$ cat config.mk
export PLATFORM = sky130hd
export DESIGN_NAME = decode_stage
export DESIGN_NICKNAME = d
export VERILOG_FILES = /design/src/rtl/isa_pkg.sv /design/src/rtl/core_pkg.sv /design/src/rtl/inst_decoder.sv /design/src/rtl/rename_map.sv /design/src/rtl/free_list.sv /design/src/rtl/dispatch_ctrl.sv /design/src/rtl/decode_stage.sv
export SDC_FILE = /design/constraint.sdc
export NUM_CORES = 2
export LEC_CHECK = 0
export BUFFER_PORTS_ARGS = -buffer_cell sky130_fd_sc_hd__buf_2
export CAP_MARGIN = 5
export CELL_PAD_IN_SITES_DETAIL_PLACEMENT = 1
export CELL_PAD_IN_SITES_GLOBAL_PLACEMENT = 2
export CORE_MARGIN = 5
export CORE_UTILIZATION = 42
export CTS_CLUSTER_DIAMETER = 60
export DETAILED_ROUTE_END_ITERATION = 6
export PLACE_DENSITY_LB_ADDON = 0.1
export SLEW_MARGIN = 20
export SYNTH_ARGS = -nofsm -noshare
export SYNTH_HDL_FRONTEND = slang
export SYNTH_SLANG_ARGS = --single-unit
$ cat constraint.sdc
create_clock -name clk_i -period 15.6 [get_ports clk_i]
set_input_delay 2.34 -clock clk_i [delete_from_list [all_inputs] [get_ports clk_i]]
set_output_delay 2.34 -clock clk_i [all_outputs]
set_load 0.01 [all_outputs]
$ cat src/rtl/isa_pkg.sv
package isa_pkg;

    // ==================================================
    // Instruction fields
    // ==================================================
    localparam int XLEN_INST = 32;
    localparam int ARCH_REGS = 32;
    localparam int AREG_W    = $clog2(ARCH_REGS);
    localparam int OPC_W     = 7;
    localparam int FUNCT3_W  = 3;
    localparam int OP_W      = 4;      // ALU and LSU ops share one width.

    typedef logic [XLEN_INST-1:0] inst_t;
    typedef logic [AREG_W-1:0]    arch_reg_t;
    typedef logic [31:0]          imm_t;
    typedef logic [OPC_W-1:0]     opcode_t;
    typedef logic [FUNCT3_W-1:0]  funct3_t;

    localparam opcode_t OPC_OP     = 7'b0110011;
    localparam opcode_t OPC_OP_IMM = 7'b0010011;
    localparam opcode_t OPC_LOAD   = 7'b0000011;
    localparam opcode_t OPC_STORE  = 7'b0100011;

    // ==================================================
    // Routing and operations
    // ==================================================
    typedef enum logic [1:0] {
        UNIT_NONE = 2'd0,
        UNIT_ALU  = 2'd1,
        UNIT_LSU  = 2'd2
    } unit_e;

    typedef enum logic [OP_W-1:0] {
        ALU_ADD, ALU_SUB, ALU_AND, ALU_OR, ALU_XOR,
        ALU_SLL, ALU_SRL, ALU_SRA, ALU_SLT, ALU_SLTU
    } alu_op_e;

    // Store flag on top of funct3.
    typedef enum logic [OP_W-1:0] {
        LSU_LB  = 4'b0000,
        LSU_LH  = 4'b0001,
        LSU_LW  = 4'b0010,
        LSU_LBU = 4'b0100,
        LSU_LHU = 4'b0101,
        LSU_SB  = 4'b1000,
        LSU_SH  = 4'b1001,
        LSU_SW  = 4'b1010
    } lsu_op_e;

    typedef struct packed {
        unit_e     unit;
        alu_op_e   alu_op;
        lsu_op_e   lsu_op;
        logic      uses_imm;
        imm_t      imm;
        arch_reg_t rs1;
        arch_reg_t rs2;
        arch_reg_t rd;
        logic      rd_en;
        logic      illegal;
    } dec_inst_t;

endpackage : isa_pkg

$ cat src/rtl/core_pkg.sv
package core_pkg;
    import isa_pkg::*;

    // ==================================================
    // Pipeline sizes
    // ==================================================
    localparam int DEC_PARAL = 2;
    localparam int PHYS_REGS = 64;
    localparam int PREG_W    = $clog2(PHYS_REGS);
    localparam int FREE_INIT = PHYS_REGS - ARCH_REGS;   // Registers 32 to 63.
    localparam int FL_PTR_W  = $clog2(FREE_INIT);
    localparam int FL_CNT_W  = FL_PTR_W + 1;

    typedef logic [PREG_W-1:0]   phys_reg_t;
    typedef logic [31:0]         pc_t;
    typedef logic [FL_CNT_W-1:0] fl_cnt_t;

    // ==================================================
    // Packets
    // ==================================================
    typedef struct packed {
        pc_t                          pc;       // Packet base.
        inst_t [DEC_PARAL-1:0]        inst;
        logic [DEC_PARAL-1:0]         avail;
    } fetch_pkt_t;

    // Rename result of one slot.
    typedef struct packed {
        phys_reg_t rs1;
        phys_reg_t rs2;
        phys_reg_t rd;
        phys_reg_t old_rd;
    } ren_t;

    typedef struct packed {
        logic [OP_W-1:0] op;            // alu_op_e or lsu_op_e.
        imm_t            imm;
        logic            uses_imm;
        phys_reg_t       rs1;
        phys_reg_t       rs2;
        phys_reg_t       rd;
        logic            rd_en;
    } uop_t;

    typedef struct packed {
        logic [DEC_PARAL-1:0] mask;
        uop_t [DEC_PARAL-1:0] uop;
    } issue_pkt_t;

    typedef struct packed {
        pc_t       pc;
        arch_reg_t rd;
        phys_reg_t prd;
        phys_reg_t old_prd;
        logic      rd_en;
        logic      excp;
    } rob_entry_t;

    typedef struct packed {
        logic [DEC_PARAL-1:0]       mask;
        rob_entry_t [DEC_PARAL-1:0] entry;
    } rob_pkt_t;

    typedef struct packed {
        logic      vld;
        phys_reg_t old_prd;
    } commit_t;

endpackage : core_pkg

$ cat src/rtl/inst_decoder.sv
`timescale 1ns/10ps
module inst_decoder import isa_pkg::*; (
    input  inst_t     inst_i,
    output dec_inst_t dec_o
);
    opcode_t opcode;
    funct3_t funct3;
    logic    f7_b5;
    imm_t    imm_i_type;
    imm_t    imm_s_type;
    alu_op_e alu_op;

    assign opcode     = inst_i[6:0];
    assign funct3     = inst_i[14:12];
    assign f7_b5      = inst_i[30];
    assign imm_i_type = {{20{inst_i[31]}}, inst_i[31:20]};
    assign imm_s_type = {{20{inst_i[31]}}, inst_i[31:25], inst_i[11:7]};

    // Bit 30 selects SUB (register form only) and SRA.
    always_comb begin
        case (funct3)
            3'b000:  alu_op = (f7_b5 && opcode == OPC_OP) ? ALU_SUB : ALU_ADD;
            3'b001:  alu_op = ALU_SLL;
            3'b010:  alu_op = ALU_SLT;
            3'b011:  alu_op = ALU_SLTU;
            3'b100:  alu_op = ALU_XOR;
            3'b101:  alu_op = f7_b5 ? ALU_SRA : ALU_SRL;
            3'b110:  alu_op = ALU_OR;
            default: alu_op = ALU_AND;
        endcase
    end

    always_comb begin
        dec_o        = '0;
        dec_o.alu_op = alu_op;
        dec_o.lsu_op = lsu_op_e'({opcode == OPC_STORE, funct3});
        dec_o.rs1    = inst_i[19:15];
        case (opcode)
            OPC_OP: begin
                dec_o.unit = UNIT_ALU;
                dec_o.rs2  = inst_i[24:20];
                dec_o.rd   = inst_i[11:7];
            end
            OPC_OP_IMM: begin
                dec_o.unit     = UNIT_ALU;
                dec_o.uses_imm = 1'b1;
                dec_o.imm      = imm_i_type;
                dec_o.rd       = inst_i[11:7];
            end
            OPC_LOAD: begin
                dec_o.unit     = UNIT_LSU;
                dec_o.uses_imm = 1'b1;
                dec_o.imm      = imm_i_type;
                dec_o.rd       = inst_i[11:7];
            end
            OPC_STORE: begin
                dec_o.unit     = UNIT_LSU;
                dec_o.uses_imm = 1'b1;
                dec_o.imm      = imm_s_type;
                dec_o.rs2      = inst_i[24:20];
            end
            default: begin
                dec_o.illegal = 1'b1;                // Goes to the ROB only.
                dec_o.rs1     = '0;
            end
        endcase
        dec_o.rd_en = (dec_o.rd != '0);              // x0 never allocates.
    end

endmodule : inst_decoder

$ cat src/rtl/rename_map.sv
`timescale 1ns/10ps
module rename_map import isa_pkg::*, core_pkg::*; (
    input  logic                      clk_i,
    input  logic                      rst_n_i,
    input  dec_inst_t [DEC_PARAL-1:0] dec_i,
    input  logic [DEC_PARAL-1:0]      act_i,
    output phys_reg_t [DEC_PARAL-1:0] phys_rs1_o,
    output phys_reg_t [DEC_PARAL-1:0] phys_rs2_o,
    output phys_reg_t [DEC_PARAL-1:0] old_rd_o,
    input  phys_reg_t [DEC_PARAL-1:0] new_rd_i
);
    phys_reg_t            map_q [ARCH_REGS];
    logic [DEC_PARAL-1:0] wr_en;

    always_comb begin
        for (int s = 0; s < DEC_PARAL; s++) begin
            wr_en[s] = act_i[s] && dec_i[s].rd_en;
        end
    end

    // Table lookup, then bypass from older slots of the same packet.
    always_comb begin
        for (int s = 0; s < DEC_PARAL; s++) begin
            phys_rs1_o[s] = map_q[dec_i[s].rs1];
            phys_rs2_o[s] = map_q[dec_i[s].rs2];
            old_rd_o[s]   = map_q[dec_i[s].rd];
            for (int o = 0; o < s; o++) begin
                if (wr_en[o] && dec_i[o].rd == dec_i[s].rs1) begin
                    phys_rs1_o[s] = new_rd_i[o];
                end
                if (wr_en[o] && dec_i[o].rd == dec_i[s].rs2) begin
                    phys_rs2_o[s] = new_rd_i[o];
                end
                if (wr_en[o] && dec_i[o].rd == dec_i[s].rd) begin
                    old_rd_o[s] = new_rd_i[o];
                end
            end
        end
    end

    always_ff @(posedge clk_i or negedge rst_n_i) begin
        if (!rst_n_i) begin
            for (int i = 0; i < ARCH_REGS; i++) begin
                map_q[i] <= phys_reg_t'(i);          // Identity map.
            end
        end else begin
            for (int s = 0; s < DEC_PARAL; s++) begin
                if (wr_en[s]) begin
                    map_q[dec_i[s].rd] <= new_rd_i[s]; // Younger slot wins.
                end
            end
        end
    end

    for (genvar s = 0; s < DEC_PARAL; s++) begin : g_chk
        a_no_x0_write: assert property (@(posedge clk_i) disable iff (!rst_n_i)
            wr_en[s] |-> dec_i[s].rd != '0);
    end

endmodule : rename_map

$ cat src/rtl/free_list.sv
`timescale 1ns/10ps
module free_list import core_pkg::*; (
    input  logic                      clk_i,
    input  logic                      rst_n_i,
    input  logic [DEC_PARAL-1:0]      pop_i,
    output phys_reg_t [DEC_PARAL-1:0] pop_idx_o,
    output fl_cnt_t                   count_o,
    input  commit_t                   commit_i
);
    phys_reg_t             fifo_q [FREE_INIT];
    logic [FL_PTR_W-1:0]   head_q;
    logic [FL_PTR_W-1:0]   tail_q;
    fl_cnt_t               count_q;
    fl_cnt_t               n_pop;
    fl_cnt_t               n_push;

    assign n_pop  = fl_cnt_t'(pop_i[0]) + fl_cnt_t'(pop_i[1]);
    assign n_push = fl_cnt_t'(commit_i.vld);

    // Slot 1 takes the head when slot 0 is idle.
    assign pop_idx_o[0] = fifo_q[head_q];
    assign pop_idx_o[1] = pop_i[0] ? fifo_q[head_q + 1'b1] : fifo_q[head_q];
    assign count_o      = count_q;

    always_ff @(posedge clk_i or negedge rst_n_i) begin
        if (!rst_n_i) begin
            head_q  <= '0;
            tail_q  <= '0;
            count_q <= fl_cnt_t'(FREE_INIT);
            for (int i = 0; i < FREE_INIT; i++) begin
                fifo_q[i] <= phys_reg_t'(PHYS_REGS - FREE_INIT + i);
            end
        end else begin
            head_q  <= head_q + n_pop[FL_PTR_W-1:0];
            count_q <= count_q + n_push - n_pop;
            if (commit_i.vld) begin
                fifo_q[tail_q] <= commit_i.old_prd;
                tail_q         <= tail_q + 1'b1;
            end
        end
    end

    // ==================================================
    // Checks
    // ==================================================
    a_no_underflow: assert property (@(posedge clk_i) disable iff (!rst_n_i)
        n_pop <= count_q);

    a_no_overflow: assert property (@(posedge clk_i) disable iff (!rst_n_i)
        commit_i.vld |-> (count_q + n_push) <= (fl_cnt_t'(FREE_INIT) + n_pop));

endmodule : free_list

$ cat src/rtl/dispatch_ctrl.sv
`timescale 1ns/10ps
module dispatch_ctrl import isa_pkg::*, core_pkg::*; (
    input  logic                      clk_i,
    input  logic                      rst_n_i,
    input  dec_inst_t [DEC_PARAL-1:0] id1_dec_i,
    input  ren_t [DEC_PARAL-1:0]      id1_phys_i,
    input  pc_t                       id1_pc_i,
    input  logic [DEC_PARAL-1:0]      id1_mask_i,
    input  logic                      id1_full_i,
    output issue_pkt_t                alu_pkt_o,
    output issue_pkt_t                lsu_pkt_o,
    output rob_pkt_t                  rob_pkt_o,
    output logic                      alu_vld_o,
    output logic                      lsu_vld_o,
    output logic                      rob_vld_o,
    input  logic                      alu_rdy_i,
    input  logic                      lsu_rdy_i,
    input  logic                      rob_rdy_i,
    output logic                      depart_o
);
    logic need_alu;
    logic need_lsu;
    logic need_rob;
    logic ok_alu;
    logic ok_lsu;
    logic ok_rob;

    function automatic uop_t make_uop(dec_inst_t d, ren_t r, logic [OP_W-1:0] op);
        uop_t u;
        u.op       = op;
        u.imm      = d.imm;
        u.uses_imm = d.uses_imm;
        u.rs1      = r.rs1;
        u.rs2      = r.rs2;
        u.rd       = r.rd;
        u.rd_en    = d.rd_en;
        return u;
    endfunction

    always_comb begin
        for (int s = 0; s < DEC_PARAL; s++) begin
            alu_pkt_o.mask[s] = id1_mask_i[s] && (id1_dec_i[s].unit == UNIT_ALU);
            lsu_pkt_o.mask[s] = id1_mask_i[s] && (id1_dec_i[s].unit == UNIT_LSU);
            alu_pkt_o.uop[s]  = make_uop(id1_dec_i[s], id1_phys_i[s], id1_dec_i[s].alu_op);
            lsu_pkt_o.uop[s]  = make_uop(id1_dec_i[s], id1_phys_i[s], id1_dec_i[s].lsu_op);

            rob_pkt_o.mask[s]          = id1_mask_i[s];   // Every valid slot.
            rob_pkt_o.entry[s].pc      = id1_pc_i + pc_t'(4 * s);
            rob_pkt_o.entry[s].rd      = id1_dec_i[s].rd;
            rob_pkt_o.entry[s].prd     = id1_phys_i[s].rd;
            rob_pkt_o.entry[s].old_prd = id1_phys_i[s].old_rd;
            rob_pkt_o.entry[s].rd_en   = id1_dec_i[s].rd_en;
            rob_pkt_o.entry[s].excp    = id1_dec_i[s].illegal;
        end
    end

    // ==================================================
    // Handshake
    // ==================================================
    assign need_alu = id1_full_i && (|alu_pkt_o.mask);
    assign need_lsu = id1_full_i && (|lsu_pkt_o.mask);
    assign need_rob = id1_full_i && (|id1_mask_i);

    assign ok_alu = !need_alu || alu_rdy_i;
    assign ok_lsu = !need_lsu || lsu_rdy_i;
    assign ok_rob = !need_rob || rob_rdy_i;

    // A vld waits on the other targets, never on its own rdy.
    assign alu_vld_o = need_alu && ok_lsu && ok_rob;
    assign lsu_vld_o = need_lsu && ok_alu && ok_rob;
    assign rob_vld_o = need_rob && ok_alu && ok_lsu;

    assign depart_o = id1_full_i && ok_alu && ok_lsu && ok_rob;

    a_alu_stable: assert property (@(posedge clk_i) disable iff (!rst_n_i)
        alu_vld_o && !alu_rdy_i |=> $stable(alu_pkt_o));

    a_lsu_stable: assert property (@(posedge clk_i) disable iff (!rst_n_i)
        lsu_vld_o && !lsu_rdy_i |=> $stable(lsu_pkt_o));

    a_rob_stable: assert property (@(posedge clk_i) disable iff (!rst_n_i)
        rob_vld_o && !rob_rdy_i |=> $stable(rob_pkt_o));

endmodule : dispatch_ctrl

$ cat src/rtl/decode_stage.sv
`timescale 1ns/10ps
module decode_stage import isa_pkg::*, core_pkg::*; (
    input  logic       clk_i,
    input  logic       rst_n_i,
    input  fetch_pkt_t fetch_pkt_i,
    input  logic       fetch_vld_i,
    output logic       fetch_rdy_o,
    output issue_pkt_t alu_pkt_o,
    output logic       alu_vld_o,
    input  logic       alu_rdy_i,
    output issue_pkt_t lsu_pkt_o,
    output logic       lsu_vld_o,
    input  logic       lsu_rdy_i,
    output rob_pkt_t   rob_pkt_o,
    output logic       rob_vld_o,
    input  logic       rob_rdy_i,
    input  commit_t    commit_i
);
    dec_inst_t [DEC_PARAL-1:0] dec_id0;
    logic [DEC_PARAL-1:0]      act_id0;
    logic [DEC_PARAL-1:0]      pop_id0;
    phys_reg_t [DEC_PARAL-1:0] new_rd_id0;
    phys_reg_t [DEC_PARAL-1:0] rs1_id0;
    phys_reg_t [DEC_PARAL-1:0] rs2_id0;
    phys_reg_t [DEC_PARAL-1:0] old_rd_id0;
    ren_t [DEC_PARAL-1:0]      ren_id0;
    fl_cnt_t                   fl_count;
    fl_cnt_t                   need_cnt;
    logic                      accept;
    logic                      depart;
    logic                      id1_full_q;
    dec_inst_t [DEC_PARAL-1:0] dec_id1_q;
    ren_t [DEC_PARAL-1:0]      ren_id1_q;
    pc_t                       pc_id1_q;
    logic [DEC_PARAL-1:0]      mask_id1_q;

    // ==================================================
    // id0: decode and rename
    // ==================================================
    for (genvar s = 0; s < DEC_PARAL; s++) begin : g_slot
        inst_decoder inst_decoder_inst (
            .inst_i     (fetch_pkt_i.inst[s]),
            .dec_o      (dec_id0[s])
        );
        assign act_id0[s]        = accept && fetch_pkt_i.avail[s];
        assign pop_id0[s]        = act_id0[s] && dec_id0[s].rd_en;
        assign ren_id0[s].rs1    = rs1_id0[s];
        assign ren_id0[s].rs2    = rs2_id0[s];
        assign ren_id0[s].rd     = dec_id0[s].rd_en ? new_rd_id0[s] : '0;
        assign ren_id0[s].old_rd = dec_id0[s].rd_en ? old_rd_id0[s] : '0;
    end

    // Registers the incoming packet would take.
    always_comb begin
        need_cnt = '0;
        for (int s = 0; s < DEC_PARAL; s++) begin
            need_cnt = need_cnt + fl_cnt_t'(fetch_pkt_i.avail[s] && dec_id0[s].rd_en);
        end
    end

    assign fetch_rdy_o = (!id1_full_q || depart) && (fl_count >= need_cnt);
    assign accept      = fetch_vld_i && fetch_rdy_o;

    rename_map rename_map_inst (
        .clk_i      (clk_i),
        .rst_n_i    (rst_n_i),
        .dec_i      (dec_id0),
        .act_i      (act_id0),
        .phys_rs1_o (rs1_id0),
        .phys_rs2_o (rs2_id0),
        .old_rd_o   (old_rd_id0),
        .new_rd_i   (new_rd_id0)
    );

    free_list free_list_inst (
        .clk_i      (clk_i),
        .rst_n_i    (rst_n_i),
        .pop_i      (pop_id0),
        .pop_idx_o  (new_rd_id0),
        .count_o    (fl_count),
        .commit_i   (commit_i)
    );

    // ==================================================
    // id1 register
    // ==================================================
    always_ff @(posedge clk_i or negedge rst_n_i) begin
        if (!rst_n_i) begin
            id1_full_q <= 1'b0;
        end else if (accept) begin
            id1_full_q <= 1'b1;
        end else if (depart) begin
            id1_full_q <= 1'b0;
        end
    end

    always_ff @(posedge clk_i) begin
        if (accept) begin
            dec_id1_q  <= dec_id0;
            ren_id1_q  <= ren_id0;
            pc_id1_q   <= fetch_pkt_i.pc;
            mask_id1_q <= fetch_pkt_i.avail;
        end
    end

    dispatch_ctrl dispatch_ctrl_inst (
        .clk_i      (clk_i),
        .rst_n_i    (rst_n_i),
        .id1_dec_i  (dec_id1_q),
        .id1_phys_i (ren_id1_q),
        .id1_pc_i   (pc_id1_q),
        .id1_mask_i (mask_id1_q),
        .id1_full_i (id1_full_q),
        .alu_pkt_o  (alu_pkt_o),
        .lsu_pkt_o  (lsu_pkt_o),
        .rob_pkt_o  (rob_pkt_o),
        .alu_vld_o  (alu_vld_o),
        .lsu_vld_o  (lsu_vld_o),
        .rob_vld_o  (rob_vld_o),
        .alu_rdy_i  (alu_rdy_i),
        .lsu_rdy_i  (lsu_rdy_i),
        .rob_rdy_i  (rob_rdy_i),
        .depart_o   (depart)
    );

endmodule : decode_stage

==> out/summary.txt <==
Syn-to-layout area delta = 11.88%
Hold_ws = 0.4331 ns
Dominant cells by area after synthesis = dfrtp_1 13%, mux2i_1 13%, dfstp_2 13%
Antenna violations before repair = 31
RSZ-0062 raised after global routing = false
LEAKAGE = 18.00 nW
First-pass GRT wire length = 314000 um
CP max stage cell = and3_1
WL/cell = 43.29 um
Max_slew headroom = 13.64%
Syn nets = 3963
Pwr/cell area = 141.6 mW/mm^2
Row Count = 113
Largest net degree at the start of global routing = 116
Post-synthesis sequential area ratio = 36.44%
Final setup violation count = 0
Grt ovf = 0
Crit-path cells = buf_4 -> nor2_1 -> nand2_1 -> nand2_2 -> nor2_1 -> ha_1 -> ha_1 -> nand2b_1 -> a21oi_1 -> or3_1 -> nor4_4 -> and3_1 -> nor2b_1 -> mux2i_1
Drt initial violations = 5492
Hold Buf Count CTS = 0
Status = finished clean
Cell Int Power = 3.750 mW
R2R depth = 10
Setup WS pre-CTS = 7.432 ns
Postcts setup bufs = 0
Crit path largest cell delay = 1.14 ns
Sw Share = 40.70%
Final #Nets = 4094
Die Area = 0.1013 sq mm
Clk Latency, worst-skew pair = 0.69 ns
Clk buf depth = 3
Post-synth ARST share = 73.85%
Starting Density = 42.19%
Share of cells above drive strength 1 = 35.92%
ANT nets after route = 0
Hold path depth = 0
Comb power frac = 38.6%
# resized after CTS = 0
Post-route clock period utilization = 51.56%
Clock Power Share = 26.8%
All-Layer GR Usage = 43.35%
Worst setup EP type = flop
Pre-Repair DR Iteration Count = 7
# IOs = 447
Max VDD drop = 0.1846 mV
Die X = 318.2 um
Mapped Cells = 3827
Yosys top cell area share = 13.04%
Ys Warns = 0
Routed WL = 229300 um
Sw Pwr = 2.573 mW
Setup_tns = 0 ns
CTS sink count = 543
DIE HEIGHT = 318.2 um
CTS buffer count = 71
Worst EP required = 16.15 ns
Minimum clock period = 8.044 ns
GP Congestion = 1.052
H-tree depth = 3
Core Region = 0.09459 sq mm
Most common library cell in the layout ignoring fill and taps = mux2i_1
FF+latch count, synth = 543
Via count = 37.47k
Max_cap viols = 0
IO Port Bufs = 446
Fmax achieved = 124.3 MHz
CP startpoint kind = input pin
Area leader, netlist = dfrtp_1
Setup Skew = 0.04942 ns
Worst Hold Class = flop to flop
# DRC = 0
Hold Violations, Final = 0
Least-Margin Pin Slew = 1.295 ns
Post-Syn Area per Cell = 10.43 sq um
Most frequent cells in the layout = 516 x mux2i_1, 442 x buf_2, 318 x mux2_2, 267 x nand2_1, 238 x nor2_1
Synthesized area = 0.03990 sq mm
Worst-path maximum fanout = 18
Vias per Instance = 7.073
Clock Pin Slew Worst Setup and Hold Paths = 0.06 ns
Vias in the first global route = 37.21k
Fin util = 47.20%
CTS tree = done
DP Wirelength = 165800 um
Critical path arrival = 8.59 ns
CP Class = input pin to flop
Clk root buf = clkbuf_16
EDFF count, synth = 142
Distinct cells, synth = 91
Synth Flop Type = dfrtp_1
Slew Limit Fails = 0
Sequential share of power = 34.6%
Worst Slack Setup Final = 7.556 ns
kinds of logic after synthesis:
kind of cell	Yosys count	share of synthesized area, %
AO/OA/AOI/OAI	735	12.91
XOR/XNOR	51	1.119
adder cells (fa/ha/maj)	25	0.8215
buffers and inverters	598	7.892
flip-flops	543	36.44
multiplexers	953	28.63
AND/OR/NAND/NOR	922	12.19
sequential cells by signal, indices dropped and copies added (netlist names):
signal                  count
free_list_inst.fifo_q     192
rename_map_inst.map_q     192
dec_id1_q                  60
ren_id1_q                  48
pc_id1_q                   32
free_list_inst.count_o      6
free_list_inst.head_q       5
free_list_inst.tail_q       5
mask_id1_q                  2
id1_full_q                  1
worst paths after layout:
kind	startpoint	to	slack, ns
max in group asynchronous	rst_n_i	rename_map_inst.map_q[186]$_DFF_PN0_	11.55
min reg2reg	rename_map_inst.map_q[189]$_DFF_PN0_	rename_map_inst.map_q[189]$_DFF_PN0_	0.43
min	rename_map_inst.map_q[189]$_DFF_PN0_	rename_map_inst.map_q[189]$_DFF_PN0_	0.43
max reg2reg	free_list_inst.head_q[0]$_DFF_PN0_	rename_map_inst.map_q[41]$_DFF_PN0_	10.40
max	fetch_pkt_i[42]	rename_map_inst.map_q[171]$_DFF_PN0_	7.56
min in group asynchronous	rst_n_i	free_list_inst.fifo_q[190]$_DFFE_PN0P_	1.73
synth_stat cells, drive strengths merged, types with 9 or more instances:
| cell | n |
|---|---|
| or3 | 9 |
| and4 | 11 |
| mux2 | 318 |
| edfxtp | 142 |
| nand3b | 12 |
| clkbuf | 202 |
| nor2 | 261 |
| nand2b | 47 |
| a221o | 17 |
| xor2 | 12 |
| and3 | 33 |
| o21ai | 113 |
| a32oi | 18 |
| a221oi | 53 |
| nor2b | 28 |
| o22ai | 60 |
| dfrtp | 208 |
| nand2 | 273 |
| o221ai | 60 |
| o31ai | 14 |
| nor4 | 22 |
| dfstp | 193 |
| inv | 75 |
| mux4 | 119 |
| mux2i | 516 |
| and2 | 27 |
| a31oi | 54 |
| o211ai | 14 |
| nand4 | 29 |
| a21oi | 127 |
| nor3 | 64 |
| nand3 | 70 |
| buf | 318 |
| xnor2 | 39 |
| ha | 23 |
| a22oi | 45 |
| o2111ai | 20 |
| o32ai | 10 |
| a211oi | 37 |
metal layers:
| metal | track usage, % | share of wire (%) | routed length [um] |
|---|---|---|---|
| met1 | 57.83 | 39 | 90520 |
| met4 | 20.28 | 5.9 | 13470 |
| met2 | 61.93 | 41 | 94220 |
| met3 | 16.96 | 14 | 31020 |
| met5 | 0 | 0.049 | 112 |
cell type report:
cell class | instances | area [sq um]
Fill cell | 10370 | 49940
Multi-Input combinational cell | 2686 | 22500
Sequential cell | 543 | 14550
Timing Repair Buffer | 578 | 3263
Clock buffer | 94 | 1966
Tap cell | 1265 | 1583
Clock inverter | 38 | 454.2
Inverter | 78 | 292.8
Antenna cell | 16 | 40.04
power by group through the flow:
stage          clock network [mW]  registers, mW  logic (mW)
6_report                     1.70           2.19        2.44
5_1_grt                      1.79           2.23        2.51
4_1_cts                      1.72           2.19        2.39
3_5_place_dp                    0           2.20        2.38
3_3_place_gp                    0           2.15        2.33
2_1_floorplan                   0           2.14        1.51
stage by stage:
stage	power (mW)	instance area, sq um	instances
after detailed placement	4.580	42130	5147
after CTS	6.299	44550	5279
after global placement	4.484	42130	5147
after global routing	6.524	44610	5286
after floorplan	3.642	39900	3827
final	6.324	44640	5298
worst max-delay path: cells and delay by family:
| family | cells | cell delay, ns |
|---|---|---|
| AOI/OAI and AO/OA | 1 | 0.11 |
| adders and majority gates | 2 | 0.63 |
| buffers and inverters | 1 | 0.18 |
| muxes | 1 | 0.32 |
| and+or+nand+nor | 9 | 4.96 |
(Power assumes the default switching activity.)
